[src/rtl/stack_cpu_pkg.sv]
/*
 * Shared definitions for the stack_cpu core
 * Field widths, stack depths, opcode encoding and word types
 */

package stack_cpu_pkg;

	// Field widths --------------------
	localparam int WORD_W    = 16;
	localparam int OPCODE_W  = 7;
	localparam int OPERAND_W = 9;
	localparam int INSTR_W   = OPCODE_W + OPERAND_W;

	// Address spaces
	localparam int IADDR_W   = 9;
	localparam int DADDR_W   = 9;
	localparam int IO_ADDR_W = 3;

	// Stack sizes, pointers wrap on overflow
	localparam int RSTACK_DEPTH = 8;
	localparam int DSTACK_DEPTH = 8;

	// Types --------------------
	typedef logic [WORD_W-1:0]    word_t;
	// Opcode in the upper 7 bits, operand below
	typedef logic [INSTR_W-1:0]   instr_t;
	typedef logic [OPERAND_W-1:0] operand_t;
	typedef logic [IADDR_W-1:0]   iaddr_t;
	typedef logic [DADDR_W-1:0]   daddr_t;
	typedef logic [IO_ADDR_W-1:0] io_addr_t;

	// Opcode map
	typedef enum logic [OPCODE_W-1:0] {
		NOP = 7'd0,
		LOD = 7'd1,
		SET = 7'd2,
		PSH = 7'd3,
		POP = 7'd4,
		ADD = 7'd5,
		AND = 7'd6,
		XOR = 7'd7,
		ADS = 7'd8,
		INN = 7'd9,
		OUT = 7'd10,
		// Control flow, resolved in fetch
		JMP = 7'd13,
		JIZ = 7'd14,
		CAL = 7'd15,
		RET = 7'd16
	} opcode_t;

endpackage

[src/rtl/exec_unit.sv]
/*
 * Execute stage: operand select, ALU and accumulator
 * Owns the data stack for PSH, POP and ADS
 */

`timescale 1ns/100ps

module exec_unit (
	input  logic                   clk,
	input  logic                   rst,
	input  stack_cpu_pkg::opcode_t opcode,
	input  stack_cpu_pkg::word_t   mem_data_rd,
	input  stack_cpu_pkg::word_t   io_in,
	output stack_cpu_pkg::word_t   acc,
	output stack_cpu_pkg::word_t   acc_next
);

	import stack_cpu_pkg::*;

	word_t io_in_r;
	word_t ds_top;
	word_t opnd;
	logic  ds_push;
	logic  ds_pop;

	// Port input --------------------
	// Sampled at the end of the INN fetch cycle
	always_ff @(posedge clk) begin
		io_in_r <= io_in;
	end

	// Data stack --------------------
	assign ds_push = (opcode == PSH);
	// ADS consumes the top as well
	assign ds_pop  = (opcode == POP) || (opcode == ADS);

	lifo_stack #(
		.DEPTH     (DSTACK_DEPTH),
		.payload_t (word_t)
	) u_dstack (
		.clk  (clk),
		.rst  (rst),
		.push (ds_push),
		.pop  (ds_pop),
		.din  (acc),
		.top  (ds_top)
	);

	// Operand select
	always_comb begin
		if (opcode == INN) begin
			opnd = io_in_r;
		end else if (ds_pop) begin
			opnd = ds_top;
		end else begin
			// Memory data from the fetch-time read
			opnd = mem_data_rd;
		end
	end

	// ALU --------------------
	always_comb begin
		case (opcode)
			LOD, INN, POP: acc_next = opnd;
			ADD, ADS:      acc_next = acc + opnd;
			AND:           acc_next = acc & opnd;
			XOR:           acc_next = acc ^ opnd;
			// NOP, SET, PSH, OUT keep the accumulator
			default:       acc_next = acc;
		endcase
	end

	// Accumulator
	always_ff @(posedge clk or posedge rst) begin
		if (rst) begin
			acc <= '0;
		end else begin
			acc <= acc_next;
		end
	end

endmodule

[src/rtl/instr_fetch.sv]
/*
 * Fetch stage: PC, control-flow decision and return stack
 * Hands a registered opcode and operand to execute
 * and issues the fetch-time memory and port read requests
 */

`timescale 1ns/100ps

module instr_fetch (
	input  logic                    clk,
	input  logic                    rst,
	input  stack_cpu_pkg::instr_t   instr,
	output stack_cpu_pkg::iaddr_t   instr_addr,
	input  stack_cpu_pkg::word_t    acc_next,
	output stack_cpu_pkg::opcode_t  ex_opcode,
	output stack_cpu_pkg::operand_t ex_operand,
	output stack_cpu_pkg::daddr_t   mem_addr_rd,
	output logic                    req_in,
	output stack_cpu_pkg::io_addr_t addr_in
);

	import stack_cpu_pkg::*;

	// Raw fields of the fetched word
	opcode_t  f_opcode;
	operand_t f_operand;
	logic     is_flow;

	iaddr_t pc;
	iaddr_t pc_inc;
	iaddr_t pc_next;
	iaddr_t rs_top;

	assign f_opcode  = opcode_t'(instr[INSTR_W-1:OPERAND_W]);
	assign f_operand = instr[OPERAND_W-1:0];
	assign is_flow   = f_opcode inside {JMP, JIZ, CAL, RET};
	assign pc_inc    = pc + 1'b1;

	// Return stack --------------------
	// CAL saves the address after itself
	lifo_stack #(
		.DEPTH     (RSTACK_DEPTH),
		.payload_t (iaddr_t)
	) u_rstack (
		.clk  (clk),
		.rst  (rst),
		.push (f_opcode == CAL),
		.pop  (f_opcode == RET),
		.din  (pc_inc),
		.top  (rs_top)
	);

	// Next address, decided on the raw word so no bubble
	always_comb begin
		case (f_opcode)
			JMP, CAL: pc_next = f_operand;
			// acc_next is the result of the instruction ahead of JIZ
			JIZ:      pc_next = (acc_next == '0) ? f_operand : pc_inc;
			RET:      pc_next = rs_top;
			default:  pc_next = pc_inc;
		endcase
	end

	always_ff @(posedge clk or posedge rst) begin
		if (rst) begin
			pc <= '0;
		end else begin
			pc <= pc_next;
		end
	end

	// Instruction register --------------------
	// Control flow is finished here and executes as NOP
	always_ff @(posedge clk or posedge rst) begin
		if (rst) begin
			ex_opcode <= NOP;
		end else begin
			ex_opcode <= is_flow ? NOP : f_opcode;
		end
	end

	always_ff @(posedge clk) begin
		ex_operand <= f_operand;
	end

	// Fetch-time reads, data arrives in execute
	assign instr_addr  = pc;
	assign mem_addr_rd = f_operand;
	assign addr_in     = f_operand[IO_ADDR_W-1:0];
	assign req_in      = (f_opcode == INN);

endmodule

[src/rtl/io_mem_ctrl.sv]
/*
 * Output side: data-memory write for SET
 * and the registered port strobe for OUT
 */

`timescale 1ns/100ps

module io_mem_ctrl (
	input  logic                    clk,
	input  logic                    rst,
	input  stack_cpu_pkg::opcode_t  opcode,
	input  stack_cpu_pkg::operand_t operand,
	input  stack_cpu_pkg::word_t    acc,
	output logic                    mem_wr,
	output stack_cpu_pkg::daddr_t   mem_addr_wr,
	output stack_cpu_pkg::word_t    mem_data_wr,
	output logic                    out_en,
	output stack_cpu_pkg::io_addr_t addr_out,
	output stack_cpu_pkg::word_t    io_out
);

	import stack_cpu_pkg::*;

	// Memory write, same cycle as execute
	assign mem_wr      = (opcode == SET);
	assign mem_addr_wr = operand;
	assign mem_data_wr = acc;

	// Port output --------------------
	// One-cycle strobe after the OUT execute cycle
	always_ff @(posedge clk or posedge rst) begin
		if (rst) begin
			out_en <= 1'b0;
		end else begin
			out_en <= (opcode == OUT);
		end
	end

	// Address and data hold until the next OUT
	always_ff @(posedge clk) begin
		if (opcode == OUT) begin
			addr_out <= operand[IO_ADDR_W-1:0];
			io_out   <= acc;
		end
	end

endmodule

[src/rtl/lifo_stack.sv]
/*
 * LIFO stack with a wrapping pointer
 * Serves both return addresses and data words
 */

`timescale 1ns/100ps

module lifo_stack #(
	parameter int  DEPTH     = stack_cpu_pkg::DSTACK_DEPTH,
	parameter type payload_t = stack_cpu_pkg::word_t
) (
	input  logic     clk,
	input  logic     rst,
	input  logic     push,
	input  logic     pop,
	input  payload_t din,
	output payload_t top
);

	localparam int PTR_W = $clog2(DEPTH);

	// Pointer marks the next free slot
	logic [PTR_W-1:0] ptr;
	logic [PTR_W-1:0] below;
	payload_t         mem [DEPTH];

	// Pointer --------------------
	always_ff @(posedge clk or posedge rst) begin
		if (rst) begin
			ptr <= '0;
		end else if (push) begin
			ptr <= ptr + 1'b1;
		end else if (pop) begin
			ptr <= ptr - 1'b1;
		end
	end

	// Storage, no reset
	always_ff @(posedge clk) begin
		if (push) begin
			mem[ptr] <= din;
		end
	end

	// Top of stack is the last written entry
	assign below = ptr - 1'b1;
	assign top   = mem[below];

endmodule

[src/rtl/stack_cpu.sv]
/*
 * stack_cpu top level
 * Fetch, execute and output side joined by loose wires
 */

`timescale 1ns/100ps

module stack_cpu (
	input  logic                    clk,
	input  logic                    rst,
	// Instruction memory, combinational read
	input  stack_cpu_pkg::instr_t   instr,
	output stack_cpu_pkg::iaddr_t   instr_addr,
	// Data memory, synchronous read
	output stack_cpu_pkg::daddr_t   mem_addr_rd,
	input  stack_cpu_pkg::word_t    mem_data_rd,
	output logic                    mem_wr,
	output stack_cpu_pkg::daddr_t   mem_addr_wr,
	output stack_cpu_pkg::word_t    mem_data_wr,
	// Port input
	output logic                    req_in,
	output stack_cpu_pkg::io_addr_t addr_in,
	input  stack_cpu_pkg::word_t    io_in,
	// Port output
	output logic                    out_en,
	output stack_cpu_pkg::io_addr_t addr_out,
	output stack_cpu_pkg::word_t    io_out
);

	import stack_cpu_pkg::*;

	opcode_t  ex_opcode;
	operand_t ex_operand;
	word_t    acc;
	word_t    acc_next;

	// Input side --------------------
	instr_fetch u_fetch (
		.clk         (clk),
		.rst         (rst),
		.instr       (instr),
		.instr_addr  (instr_addr),
		.acc_next    (acc_next),
		.ex_opcode   (ex_opcode),
		.ex_operand  (ex_operand),
		.mem_addr_rd (mem_addr_rd),
		.req_in      (req_in),
		.addr_in     (addr_in)
	);

	// Processing --------------------
	exec_unit u_exec (
		.clk         (clk),
		.rst         (rst),
		.opcode      (ex_opcode),
		.mem_data_rd (mem_data_rd),
		.io_in       (io_in),
		.acc         (acc),
		.acc_next    (acc_next)
	);

	// Output side --------------------
	io_mem_ctrl u_io_mem (
		.clk         (clk),
		.rst         (rst),
		.opcode      (ex_opcode),
		.operand     (ex_operand),
		.acc         (acc),
		.mem_wr      (mem_wr),
		.mem_addr_wr (mem_addr_wr),
		.mem_data_wr (mem_data_wr),
		.out_en      (out_en),
		.addr_out    (addr_out),
		.io_out      (io_out)
	);

endmodule

[config.mk]
export PLATFORM = sky130hd
export DESIGN_NAME = stack_cpu
export DESIGN_NICKNAME = d
export VERILOG_FILES = /design/src/rtl/stack_cpu_pkg.sv /design/src/rtl/exec_unit.sv /design/src/rtl/instr_fetch.sv /design/src/rtl/io_mem_ctrl.sv /design/src/rtl/lifo_stack.sv /design/src/rtl/stack_cpu.sv
export SDC_FILE = /design/constraint.sdc
export NUM_CORES = 1
export LEC_CHECK = 0
export BUFFER_PORTS_ARGS = -buffer_cell sky130_fd_sc_hd__clkbuf_2
export CORE_ASPECT_RATIO = 0.7
export CORE_MARGIN = 1.5
export CORE_UTILIZATION = 59
export DETAILED_ROUTE_END_ITERATION = 7
export HOLD_SLACK_MARGIN = 0.08
export PLACE_DENSITY_LB_ADDON = 0.12
export SLEW_MARGIN = 20
export SYNTH_ARGS = -nofsm -noshare
export SYNTH_HDL_FRONTEND = slang
export SYNTH_SLANG_ARGS = --single-unit
[constraint.sdc]
create_clock -name clk -period 8.1 [get_ports clk]
set_input_delay 0.405 -clock clk [delete_from_list [all_inputs] [get_ports clk]]
set_output_delay 0.405 -clock clk [all_outputs]
set_load 0.01 [all_outputs]
==> results of run 1 <==
## report_power, final
part | internal [mW] | switching [mW] | leakage, nW
registers | 1.76 | 0.156 | 2.64
clock network | 0.643 | 0.519 | 0.389
logic | 0.687 | 0.902 | 2.21
## cells in the final DEF (no fill, tap or decap), drive strengths merged, types with 4 or more instances in the layout
cell and count:
a211oi 4, a21oi 26, a221oi 11, a311oi 10, and2 8, and3 5, buf 21, clkbuf 156
clkinv 7, dfrtp 39, dfxtp 25, dlygate4sd3 25, edfxtp 219, ha 22, inv 23, mux2 10
mux2i 23, mux4 50, nand2 72, nand2b 5, nand3 13, nand4 7, nor2 44, nor2b 6
nor3 15, nor4 5, nor4b 9, o211ai 6, o21a 7, o21ai 62, o22ai 7, or4 4
xnor2 8, xor2 13
## layer usage
metal | track usage | part of all wire | vias to the layer above
met5 | 0 | 0 | -
met4 | 0.0603 | 0.016 | 0
met3 | 0.0700 | 0.11 | 47
met2 | 0.423 | 0.42 | 511
met1 | 0.493 | 0.45 | 4168
li1 | - | - | 3656
## sequential cells by signal (all words and copies together), names as in the netlist
register / count
u_fetch.ex_operand: 9
u_io_mem.io_out: 16
u_fetch.u_rstack.ptr: 3
u_fetch.u_rstack.mem: 72
u_exec.u_dstack.ptr: 3
u_exec.u_dstack.mem: 128
u_fetch.ex_opcode: 7
u_fetch.instr_addr: 9
u_io_mem.addr_out: 3
u_exec.acc: 16
u_exec.io_in_r: 16
u_io_mem.out_en: 1
## logic make-up after synthesis
group | share of synthesized area
buffers and inverters | 0.0304
multiplexers | 0.116
AND/OR/NAND/NOR | 0.0833
adder cells (fa/ha/maj) | 0.0234
XOR/XNOR | 0.0146
flip-flops | 0.638
AO/OA/AOI/OAI | 0.0939
## critical path, stage by stage, from the launching register on
cell                       delay (ns)
sky130_fd_sc_hd__dfrtp_1         0.54
sky130_fd_sc_hd__inv_1           0.10
sky130_fd_sc_hd__ha_1            0.27
sky130_fd_sc_hd__xor2_4          0.44
sky130_fd_sc_hd__buf_4           0.35
sky130_fd_sc_hd__mux4_2          0.53
sky130_fd_sc_hd__nand2_1         0.08
sky130_fd_sc_hd__nand3_1         0.10
sky130_fd_sc_hd__o21ai_0         0.10
sky130_fd_sc_hd__o21ai_0         0.13
sky130_fd_sc_hd__ha_1            0.38
sky130_fd_sc_hd__a21oi_1         0.21
sky130_fd_sc_hd__nand2_1         0.12
sky130_fd_sc_hd__a21boi_1        0.30
sky130_fd_sc_hd__nor3_1          0.08
sky130_fd_sc_hd__o32a_1          0.36
sky130_fd_sc_hd__a211o_1         0.22
sky130_fd_sc_hd__or4b_1          0.46
sky130_fd_sc_hd__or4_1           0.70
sky130_fd_sc_hd__or2_1           0.52
sky130_fd_sc_hd__a311oi_2        0.32
## per-stage QoR
stage / std cells / hold slack, ns
4_1_cts: 1299 / 0.0856
3_5_place_dp: 1226 / 0.429
2_1_floorplan: 873 / 0.433
6_report: 1300 / 0.0633
5_1_grt: 1299 / 0.100
3_3_place_gp: 1226 / 0.419
## final cells by class
cell class	instances	area share
repair buffers	163	0.0681
clock inverters	9	0.00403
multi-input cells	506	0.294
well taps	276	0.0237
clock buffers	39	0.0515
flip-flops and latches	283	0.552
diodes	1	0.000172
inverters	23	0.00592
## worst paths after layout
check,to,slack [ns],depth (start not counted)
min in group clk,u_fetch.ex_operand[2]$_DFF_P_,0.10,1
max in group asynchronous,u_exec.u_dstack.ptr[0]$_DFFE_PP0P_,7.35,2
max reg2reg,u_fetch.instr_addr[6]$_DFF_PP0_,1.68,20
max,u_fetch.instr_addr[6]$_DFF_PP0_,1.68,20
min,u_fetch.u_rstack.ptr[0]$_DFFE_PP0P_,0.06,2
min reg2reg,u_io_mem.addr_out[0]$_DFFE_PP_,0.45,0
==> parameters.txt, run 1 <==
Parameter                              Value

Timing
  Setup skew after layout ... 0.00895 ns
  Total negative setup slack ... 0 ns
  Final cycle utilization of the critical path ... 0.793
  Worst-case setup margin in the final layout ... 1.68 ns
  Number of endpoints failing setup at the final stage ... 0
  Fin. max-slew vios ... 0
  Worst Tran Pin Value ... 1.07 ns
  Max-slew headroom at the worst pin ... 0.278
  Total count of hold-check failures in the final report ... 0
  Minimum clock period ... 6.42 ns
  Peak Freq ... 156 MHz
  Unrepaired setup endpoints after global routing ... false

Floorplan
  Number of primary I/O pins ... 118
  Chip width ... 178 um
  Chip height ... 125 um
  Full die area ... 22300 um2
  Row cnt ... 44
  Initial Util ... 0.605
  CORE AREA ... 20900 um2

Detailed routing
  Detailed-route vias per instance ... 6.45
  WL final ... 33.4 mm
  WL/cell ... 25.7 um
  Number of DRC markers in iteration 0 ... 1107
  Antenna Nets Post-Route ... 0
  Post-route DRC violation count ... 0
  Number of search-and-repair iterations in the first detailed-routing pass ... 5
  Overall via count from detail_route ... 8382

Synthesis
  Mapped Nets ... 946
  Library cell occupying the most area in the post-synthesis netlist ... sky130_fd_sc_hd__edfxtp_1
  Most frequently used flop master after synthesis ... sky130_fd_sc_hd__edfxtp_1
  Yosys top cell area share ... 0.521
  Fraction of registers with async set/reset ... 0.138
  Number of synthesized register bits ... 283
  Top cells by area, synth ... sky130_fd_sc_hd__edfxtp_1 52%, sky130_fd_sc_hd__mux4_2 8.9%, sky130_fd_sc_hd__dfrtp_1 7.7%
  Ranking of synthesized cells by instance count ... 219 x sky130_fd_sc_hd__edfxtp_1, 72 x sky130_fd_sc_hd__nand2_1, 52 x sky130_fd_sc_hd__o21ai_0
  Most frequent cell after synthesis ... sky130_fd_sc_hd__edfxtp_1
  Post-synthesis instance total ... 873
  Share of the yosys chip area belonging to registers ... 0.638
  Synthesized cell area ... 12600 um2
  Number of unique standard cell types used by synthesis ... 74
  Warnings from Yosys ... 0
  Number of synthesized flops with an enable pin ... 219
  Mean cell area of the mapped netlist ... 14.5 um2

CTS
  Clock Latency Late Sink ... 0.53 ns
  Deepest clock path buffer count ... 3
  Hold_buf cts ... 25
  CTS Root Buffer Type ... sky130_fd_sc_hd__clkbuf_16
  Number of CTS-inserted buffers ... 26
  Post-cts repair resize count ... 0
  Total clock sinks ... 283
  H-tree Lvls ... 1
  TritonCTS clock tree ... built
  Clock edge transition at the registers on the reported setup and hold paths ... 0.06 ns
  Number of post-CTS setup repair buffers ... 0

Worst setup path
  Largest fanout of any net on the critical path ... 12
  Crit path from ... u_exec.u_dstack.ptr[1]$_DFFE_PP0P_
  Crit end category ... flip-flop
  Data arrival time of the critical path ... 6.86 ns
  Critical R2R Launch ... u_exec.u_dstack.ptr[1]$_DFFE_PP0P_
  Class of the most critical setup path ... reg2reg
  Required arrival time at the worst endpoint ... 8.54 ns
  Startpoint types ... flip-flop

Power
  IR drop worst, VDD ... 0.000226 V
  Overall power ... 4.67 mW
  Power density over the cells ... 320 nW/um2
  Leakage Power ... 5.24 nW

Place
  Port-buffer cells ... 117
  Placer Congestion ... 0.993
  Setup Slack @ Placement ... 1.75 ns
  Placed instance area ... 13500 um2
  Sum of net half-perimeters after detailed placement ... 23.2 mm

Global route
  Total congestion overflow after global routing ... 0
  Antenna violations before repair ... 1
  Number of global-route vias before repair ... 8063
  Largest net degree at the start of global routing ... 40
  Global-route wire length before repair ... 49.6 mm
  Total routing usage reported by global routing ... 0.305

Finish
  Total area of multi-input combinational cells ... 4290 um2
  Fraction of final layout cells sized beyond drive strength 1 ... 0.261
  Post-Route Utilization ... 0.699
  Sequential cell area in the final layout ... 8050 um2
  Number of filler cells placed in the layout ... 1419
  Final design instance area without fill ... 14600 um2
  Count of nets after finishing ... 1076
  Synth-to-layout area growth ... 15.5%

Run status
  Result of the run ... complete, no violations

Hold path
  Class of the tightest hold or removal check ... in2async

Job
  Max-cap violation count ... 0
(Power assumes the default switching activity.)
==> run 2, diff against run 1 <==
--- a/config.mk
+++ b/config.mk
@@ -8,7 +8,7 @@
 export BUFFER_PORTS_ARGS = -buffer_cell sky130_fd_sc_hd__clkbuf_2
 export CORE_ASPECT_RATIO = 0.7
 export CORE_MARGIN = 1.5
-export CORE_UTILIZATION = 59
+export CORE_UTILIZATION = 54
 export DETAILED_ROUTE_END_ITERATION = 7
 export HOLD_SLACK_MARGIN = 0.08
 export PLACE_DENSITY_LB_ADDON = 0.12
==> constraint.sdc (replaced) <==
create_clock -name clk -period 5.2 [get_ports clk]
set_input_delay 0.26 -clock clk [delete_from_list [all_inputs] [get_ports clk]]
set_output_delay 0.26 -clock clk [all_outputs]
set_load 0.01 [all_outputs]
==> run 2 against run 1 <==
Compared with the run above: global-route usage decreased by 3.3 points; power is 66% higher; register-to-register slack worse by 1.6 ns; largest cell class unchanged; sequential power increased by 54%; highest routed layer unchanged; critical path depth up 1; final cell count increased by 8.3%; cell area increased by 6.9%; maximum frequency up 26%; sequential cell count unchanged; via count is 2.7% higher.
==> parameters.txt, run 2 (synthesis gave the netlist of run 1 again) <==
Parameter                              Value

Power
  Leakage Power ... 5.74 nW (+9.6%)
  Power density over the cells ... 498 nW/um2 (+55%)
  IR drop worst, VDD ... 0.000299 V (+32%)

Worst setup path
  Worst-path cell chain ... inv_2, ha_4, xor2_4, buf_6, mux4_2, nand2_1, nand3_2, o21ai_2, o21ai_2, ha_1, a21oi_2, nand2_1, a21boi_2, nor3_1, o32a_1, a211o_1, or4b_4, or4_4, buf_12, nor4b_2, a311oi_2
  Critical register-to-register path endpoint ... u_fetch.instr_addr[4]$_DFF_PP0_
  Data arrival time of the critical path ... 5.50 ns (-1.36 ns)
  Longest individual stage delay on the worst path ... 0.56 ns (-0.14 ns)
  End point of the critical path ... u_fetch.instr_addr[4]$_DFF_PP0_
  Largest fanout of any net on the critical path ... 5 (-7)
  Crit path from ... u_exec.u_dstack.ptr[0]$_DFFE_PP0P_
  Class of the most critical setup path ... reg2reg
  R2R cell count ... 21 (+5.0%)
  Crit path max-delay cell type ... sky130_fd_sc_hd__or4_4
  Worst setup slack for register-to-register paths ... 0.09 ns (-1.59 ns)
  Crit end category ... flip-flop
  Critical R2R Launch ... u_exec.u_dstack.ptr[0]$_DFFE_PP0P_
  Startpoint types ... flip-flop
  Required arrival time at the worst endpoint ... 5.59 ns (-2.95 ns)

Hold path
  Class of the tightest hold or removal check ... in2reg

Global route
  Total routing usage reported by global routing ... 0.272 (-0.0330)
  Antenna violations before repair ... 0 (-1)
  Number of global-route vias before repair ... 7909 (-1.9%)
  Total congestion overflow after global routing ... 0 (unchanged)
  Global-route wire length before repair ... 48.0 mm (-3.2%)
  Largest net degree at the start of global routing ... 40 (unchanged)

Floorplan
  Full die area ... 24300 um2 (+9.1%)
  Chip width ... 186 um (+4.5%)
  Chip height ... 131 um (+4.4%)
  Row cnt ... 46 (+4.5%)
  CORE AREA ... 22800 um2 (+9.2%)
  Number of primary I/O pins ... 118 (unchanged)
  Initial Util ... 0.554 (-0.0511)

Timing
  Fin. max-slew vios ... 0 (unchanged)
  Setup skew after layout ... 0.00966 ns (+0.000708 ns)
  Total negative setup slack ... 0 ns (unchanged)
  Worst Tran Pin Value ... 0.969 ns (-0.106 ns)
  Final cycle utilization of the critical path ... 0.982 (+0.189)
  Worst-case setup margin in the final layout ... 0.0921 ns (-1.59 ns)
  Total count of hold-check failures in the final report ... 0 (unchanged)
  Peak Freq ... 196 MHz (+26%)
  Minimum clock period ... 5.11 ns (-1.31 ns)
  Number of endpoints failing setup at the final stage ... 0 (unchanged)
  Max-slew headroom at the worst pin ... 0.354 (+0.0767)

Place
  Placer Congestion ... 0.974 (-2.0%)
  Sum of net half-perimeters after detailed placement ... 22.2 mm (-4.2%)
  Port-buffer cells ... 117 (unchanged)
  Placed cell count ... 1318 (+7.5%)
  Setup Slack @ Placement ... -0.136 ns (-1.89 ns)

CTS
  CTS Root Buffer Type ... sky130_fd_sc_hd__clkbuf_16
  Number of CTS-inserted buffers ... 26 (unchanged)
  Clock Latency Late Sink ... 0.54 ns (about the same)
  TritonCTS clock tree ... built
  Deepest clock path buffer count ... 3 (unchanged)
  H-tree Lvls ... 1 (unchanged)
  Total clock sinks ... 283 (unchanged)
  Clock edge transition at the registers on the reported setup and hold paths ... 0.07 ns (about the same)

Finish
  Register with the most flip-flops ... u_exec.u_dstack.mem
  Commonest non-fill, non-tap cell in the layout ... sky130_fd_sc_hd__edfxtp_1
  Flip-flop count of the largest register, all copies and words added ... 128 (unchanged)
  Number of standard cells in the layout, taps in and fillers out ... 1408 (+8.3%)
  Top Registers ... u_exec.u_dstack.mem: 128 flops, u_fetch.u_rstack.mem: 72 flops
  Fraction of final layout cells sized beyond drive strength 1 ... 0.336 (+0.0748)
  Leading cell types in the layout, fill and taps excluded ... 219 x sky130_fd_sc_hd__edfxtp_1, 117 x sky130_fd_sc_hd__clkbuf_2, 78 x sky130_fd_sc_hd__buf_4
  Diodes inserted ... 0 (-1)
  Count of nets after finishing ... 1149 (+6.8%)
  Synth-to-layout area growth ... 23.5%

Detailed routing
  Overall via count from detail_route ... 8610 (+2.7%)
  Antenna Nets Post-Route ... 0 (unchanged)
  Number of DRC markers in iteration 0 ... 847 (-23%)
  Number of search-and-repair iterations in the first detailed-routing pass ... 7 (+2)
  WL final ... 33.5 mm (+0.36%)
  Detailed-route vias per instance ... 6.12 (-5.2%)
  WL/cell ... 23.8 um (-7.3%)
  Post-route DRC violation count ... 0 (unchanged)

Job
  Max-cap violation count ... 0 (unchanged)

Run status
  Result of the run ... complete, no violations
## run 2: worst min path at each step
stage                                      to  depth (start not counted)  startpoint
2_1_floorplan       u_exec.io_in_r[0]$_DFF_P_                          0    io_in[0]
3_3_place_gp       u_exec.io_in_r[15]$_DFF_P_                          1   io_in[15]
3_5_place_dp        u_exec.io_in_r[2]$_DFF_P_                          1    io_in[2]
4_1_cts        u_fetch.ex_opcode[1]$_DFF_PP0_                          2   instr[10]
5_1_grt        u_fetch.ex_opcode[1]$_DFF_PP0_                          2   instr[10]
6_report       u_fetch.ex_opcode[3]$_DFF_PP0_                          4    instr[9]
## run 2: where the power goes
part / internal (mW) / switching, mW
Clock: 1.22 / 0.839
Sequential: 2.75 / 0.216
Combinational: 1.34 / 1.41
## run 2: layer usage
| layer | global-route usage | wire length, um | vias up |
|---|---|---|---|
| li1 | - | - | 3797 |
| met3 | 0.0637 | 3170 | 63 |
| met5 | 0 | 0 | - |
| met2 | 0.381 | 14000 | 445 |
| met1 | 0.427 | 15600 | 4305 |
| met4 | 0.0674 | 722 | 0 |
## run 2: cell type report
cell class,instances,area (um2)
Sequential cell,283,8050
Fill cell,1652,7200
Multi-Input combinational cell,507,4490
Timing Repair Buffer,235,1640
Clock buffer,31,701
Tap cell,312,390
Clock inverter,17,226
Inverter,23,87.6
## run 2: timing repair
item                                   in CTS  in global routing
endpoints found under the hold margin      70                  0
hold buffers                               32                  0
gates resized for setup                     4                 48
buffers inserted                            0                  8
gates cloned                                0                  3
setup endpoints to repair                   9                  9
pin swaps                                   1                 10
## run 2: metrics by stage
stage,area (um2),hold slack (ns),util,power (mW)
after global routing,15600,0.162,0.684,8.07
after global placement,14000,0.362,0.613,5.50
after CTS,15200,0.109,0.668,7.60
final,15600,0.144,0.684,7.76
after floorplan,12700,0.288,-,4.69
after detailed placement,14000,0.364,0.613,5.53
## run 2: worst max-delay path, delay by kind of cell, from the launching register on
kind / cells / cell delay [ns]
buffers and inverters: 3 / 0.40
DFF: 1 / 0.44
and+or+nand+nor: 7 / 1.79
adders and majority gates: 2 / 0.49
xor gates and xnor gates: 1 / 0.18
AOI/OAI and AO/OA: 7 / 1.18
muxes: 1 / 0.48
==> run 3, diff against run 2 <==
--- a/config.mk
+++ b/config.mk
@@ -5,6 +5,7 @@
 export SDC_FILE = /design/constraint.sdc
 export NUM_CORES = 1
 export LEC_CHECK = 0
+export ABC_AREA = 1
 export BUFFER_PORTS_ARGS = -buffer_cell sky130_fd_sc_hd__clkbuf_2
 export CORE_ASPECT_RATIO = 0.7
 export CORE_MARGIN = 1.5
==> run 3 against run 2 <==
Compared with the run above: critical path depth grew 4; clock power rose by 5%; core utilization is 3.6 points lower; worst setup slack better by 0.53 ns; sequential power is 4% higher; count of clock-buffer cells in the layout increased by 11; maximum frequency rose by 12%; non-clock buffer count is 60 lower; routed wire length rose by 4.0%; sequential cell count is the same; final cell count rose by 31%; largest cell class unchanged; largest power group unchanged.
==> parameters.txt, run 3 <==
Parameter                              Value

Detailed routing
  WL final ... 34.8 mm (+4.0%)
  Overall via count from detail_route ... 10200 (+18%)
  Detailed-route vias per instance ... 5.53 (-9.6%)
  Antenna Nets Post-Route ... 0 (unchanged)
  Number of DRC markers in iteration 0 ... 1225 (+45%)
  Number of search-and-repair iterations in the first detailed-routing pass ... 6 (-1)
  Post-route DRC violation count ... 0 (unchanged)
  WL/cell ... 19.0 um (-20%)

Floorplan
  Chip height ... 134 um (+2.4%)
  Row cnt ... 47 (+2.2%)
  Initial Util ... 0.555 (+0.00107)
  CORE AREA ... 23900 um2 (+4.8%)
  Chip width ... 190 um (+2.4%)
  Full die area ... 25500 um2 (+4.9%)
  Number of primary I/O pins ... 118 (unchanged)

Power
  Leakage Power ... 6.57 nW (+15%)
  Share of power burned in the clock network ... 0.270 (+0.005)
  Internal power ... 4.92 mW (-7.1%)
  Net Switching ... 3.09 mW (+25%)
  Power density over the cells ... 518 nW/um2 (+4.0%)
  Sequential group share of total power ... 0.384 (+0.002)
  Switching portion of total power ... 0.386 (+0.0684)
  Share of total power in combinational logic ... 0.346 (-0.008)
  IR drop worst, VDD ... 0.000380 V (+27%)

Finish
  Number of filler cells placed in the layout ... 1956 (+18%)
  Flip-flop count of the largest register, all copies and words added ... 128 (unchanged)
  Count of nets after finishing ... 1570 (+37%)
  Fraction of final layout cells sized beyond drive strength 1 ... 0.164 (-0.172)
  Synth-to-layout area growth ... 16.8%
  Number of standard cells in the layout, taps in and fillers out ... 1838 (+31%)
  Post-Route Utilization ... 0.648 (-0.0361)
  Leading cell types in the layout, fill and taps excluded ... 357 x sky130_fd_sc_hd__nand2_1, 219 x sky130_fd_sc_hd__edfxtp_1, 179 x sky130_fd_sc_hd__nand3_1
  Top Registers ... u_exec.u_dstack.mem: 128 flops, u_fetch.u_rstack.mem: 72 flops
  Sequential cell area in the final layout ... 8050 um2 (unchanged)
  Final design instance area without fill ... 15500 um2 (-0.77%)
  Register with the most flip-flops ... u_exec.u_dstack.mem
  Diodes inserted ... 0 (unchanged)
  Commonest non-fill, non-tap cell in the layout ... sky130_fd_sc_hd__nand2_1
  Total area of multi-input combinational cells ... 4330 um2 (-3.7%)

Worst setup path
  Critical R2R Launch ... u_exec.u_dstack.ptr[1]$_DFFE_PP0P_
  Data arrival time of the critical path ... 5.06 ns (-0.44 ns)
  R2R cell count ... 25 (+19%)
  Class of the most critical setup path ... reg2reg
  End point of the critical path ... u_fetch.instr_addr[6]$_DFF_PP0_
  Startpoint types ... flip-flop
  Critical register-to-register path endpoint ... u_fetch.instr_addr[6]$_DFF_PP0_
  Crit path from ... u_exec.u_dstack.ptr[1]$_DFFE_PP0P_
  Largest fanout of any net on the critical path ... 10 (+5)
  Crit end category ... flip-flop
  Worst setup slack for register-to-register paths ... 0.62 ns (+0.53 ns)
  Required arrival time at the worst endpoint ... 5.68 ns (+0.09 ns)

Timing
  Total count of hold-check failures in the final report ... 0 (unchanged)
  Number of endpoints failing setup at the final stage ... 0 (unchanged)
  Worst Tran Pin Value ... 1.08 ns (+0.109 ns)
  Minimum clock period ... 4.58 ns (-0.528 ns)
  Peak Freq ... 218 MHz (+12%)
  Unrepaired setup endpoints after global routing ... false
  Fin. max-slew vios ... 0 (unchanged)
  Setup skew after layout ... 0.0218 ns (+0.0122 ns)
  Final cycle utilization of the critical path ... 0.881 (-0.102)
  Max-slew headroom at the worst pin ... 0.279 (-0.0751)
  Total negative setup slack ... 0 ns (unchanged)

Global route
  Number of global-route vias before repair ... 9330 (+18%)
  Antenna violations before repair ... 1 (+1)
  Global-route wire length before repair ... 53.6 mm (+12%)
  Largest net degree at the start of global routing ... 68 (+70%)
  Total congestion overflow after global routing ... 0 (unchanged)
  Total routing usage reported by global routing ... 0.276 (+0.00406)

Synthesis
  Library cell occupying the most area in the post-synthesis netlist ... sky130_fd_sc_hd__edfxtp_1
  Most frequent cell after synthesis ... sky130_fd_sc_hd__nand2_1
  Number of synthesized flops with an enable pin ... 219 (unchanged)
  Mapped Nets ... 1426 (+51%)
  Ranking of synthesized cells by instance count ... 357 x sky130_fd_sc_hd__nand2_1, 219 x sky130_fd_sc_hd__edfxtp_1, 179 x sky130_fd_sc_hd__nand3_1
  Fraction of registers with async set/reset ... 0.138 (unchanged)
  Post-synthesis instance total ... 1353 (+55%)
  Number of unique standard cell types used by synthesis ... 49 (-34%)
  Warnings from Yosys ... 0 (unchanged)
  Top cells by area, synth ... sky130_fd_sc_hd__edfxtp_1 50%, sky130_fd_sc_hd__nand2_1 10%, sky130_fd_sc_hd__dfrtp_1 7.4%
  Share of the yosys chip area belonging to registers ... 0.608 (-0.0301)
  Synthesized cell area ... 13200 um2 (+5.0%)
  Most frequently used flop master after synthesis ... sky130_fd_sc_hd__edfxtp_1
  Number of synthesized register bits ... 283 (unchanged)
  Mean cell area of the mapped netlist ... 9.79 um2 (-32%)
  Yosys top cell area share ... 0.496 (-0.0246)

CTS
  Deepest clock path buffer count ... 3 (unchanged)
  Clock Latency Late Sink ... 0.56 ns (+0.02 ns)
  Clock edge transition at the registers on the reported setup and hold paths ... 0.06 ns (about the same)
  H-tree Lvls ... 1 (unchanged)
  Number of CTS-inserted buffers ... 29 (+12%)
  CTS Root Buffer Type ... sky130_fd_sc_hd__clkbuf_16
  TritonCTS clock tree ... built
  Post-cts repair resize count ... 0 (-4)
  Number of post-CTS setup repair buffers ... 0 (unchanged)
  Total clock sinks ... 283 (unchanged)

Place
  Sum of net half-perimeters after detailed placement ... 23.1 mm (+4.0%)
  Port-buffer cells ... 117 (unchanged)
  Placed cell count ... 1751 (+33%)
  Placer Congestion ... 0.945 (-3.0%)
  Placed instance area ... 14100 um2 (+1.1%)

Job
  Max-cap violation count ... 0 (unchanged)

Run status
  Result of the run ... complete, no violations

Hold path
  Class of the tightest hold or removal check ... in2reg
==> run 3: cell types whose count changed in the layout (fill, tap and decap cells not counted), sizes merged, moves of 23 or more <==
cell | previous run | this run
nand3 | 13 | 179
nand2 | 72 | 370
mux2i | 23 | 0
nor2 | 44 | 101
inv | 22 | 152
buf | 84 | 25
mux4 | 50 | 0
==> run 3: critical path: stages (launching register included) <==
cell and delay, ns:
sky130_fd_sc_hd__dfrtp_1 0.47, sky130_fd_sc_hd__inv_1 0.20, sky130_fd_sc_hd__ha_1 0.28, sky130_fd_sc_hd__xnor2_2 0.46, sky130_fd_sc_hd__nand3_1 0.13, sky130_fd_sc_hd__nand3_1 0.13, sky130_fd_sc_hd__nand2_1 0.06, sky130_fd_sc_hd__nand2_1 0.08
sky130_fd_sc_hd__ha_1 0.24, sky130_fd_sc_hd__inv_1 0.11, sky130_fd_sc_hd__fa_1 0.44, sky130_fd_sc_hd__inv_1 0.11, sky130_fd_sc_hd__nand3_1 0.07, sky130_fd_sc_hd__nand3_1 0.20, sky130_fd_sc_hd__nand3_1 0.13, sky130_fd_sc_hd__nand3_1 0.10
sky130_fd_sc_hd__nand2_1 0.07, sky130_fd_sc_hd__nand3_1 0.08, sky130_fd_sc_hd__nand4_1 0.13, sky130_fd_sc_hd__nor2_1 0.19, sky130_fd_sc_hd__nand2_2 0.12, sky130_fd_sc_hd__nor2_8 0.24, sky130_fd_sc_hd__nand2_4 0.13, sky130_fd_sc_hd__nand2_1 0.08
sky130_fd_sc_hd__nand3_1 0.06, sky130_fd_sc_hd__a21oi_1 0.16
==> run 3: stage by stage <==
stage	hold slack (ns)	power [mW]	setup WS (ns)
after floorplan	0.288	4.90	1.39
after CTS	0.177	7.98	0.690
final	0.202	8.01	0.620
after global routing	0.218	8.45	0.269
after detailed placement	0.364	5.81	0.761
after global placement	0.364	5.77	0.910
==> run 3: repair_timing <==
| action | CTS | global route |
|---|---|---|
| hold endpoints to repair | 72 | 0 |
| setup endpoints to repair | 0 | 0 |
| hold buffers | 33 | 0 |
==> run 3: power by group through the flow <==
| stage | Sequential (mW) | Combinational (mW) | Clock [mW] |
|---|---|---|---|
| final | 3.08 | 2.77 | 2.16 |
| after global routing | 3.10 | 3.08 | 2.27 |
| after CTS | 3.07 | 2.73 | 2.18 |
| after detailed placement | 3.12 | 2.69 | 0 |
| after global placement | 3.11 | 2.65 | 0 |
| after floorplan | 3.03 | 1.87 | 0 |
==> run 3: worst min path at each step <==
stage | endpoint | cells after the start | slack, ns | start
after floorplan | u_exec.io_in_r[0]$_DFF_P_ | 0 | 0.29 | io_in[0]
after global placement | u_exec.io_in_r[6]$_DFF_P_ | 1 | 0.36 | io_in[6]
after detailed placement | u_exec.io_in_r[13]$_DFF_P_ | 1 | 0.36 | io_in[13]
after CTS | u_exec.acc[13]$_DFF_PP0_ | 5 | 0.18 | mem_data_rd[13]
after global routing | u_exec.acc[13]$_DFF_PP0_ | 5 | 0.22 | mem_data_rd[13]
final | u_exec.acc[13]$_DFF_PP0_ | 5 | 0.20 | mem_data_rd[13]
==> run 3: cells by family (layout without fill, tap and decap cells) <==
logic type | count (synthesis) | after routing | synth area share
AO/OA/AOI/OAI | 113 | 113 | 0.0495
AND/OR/NAND/NOR | 706 | 706 | 0.241
adder cells (fa/ha/maj) | 23 | 23 | 0.0223
buffers and inverters | 214 | 381 | 0.0690
XOR/XNOR | 14 | 14 | 0.00982
flip-flops | 283 | 283 | 0.608
==> run 3: per-layer routing <==
metal	track usage	up-vias	wire, um
met5	0	-	12
met4	0.0512	2	542
li1	-	4828	-
met3	0.0654	41	3970
met2	0.374	527	13800
met1	0.448	4761	16500
==> run 3: final cells by class <==
| class | instances | area share |
|---|---|---|
| clock buffers | 42 | 0.0574 |
| multi-input cells | 856 | 0.280 |
| inverters | 152 | 0.0370 |
| repair buffers | 175 | 0.0713 |
| flip-flops and latches | 283 | 0.521 |
| clock inverters | 12 | 0.00793 |
| well taps | 318 | 0.0257 |
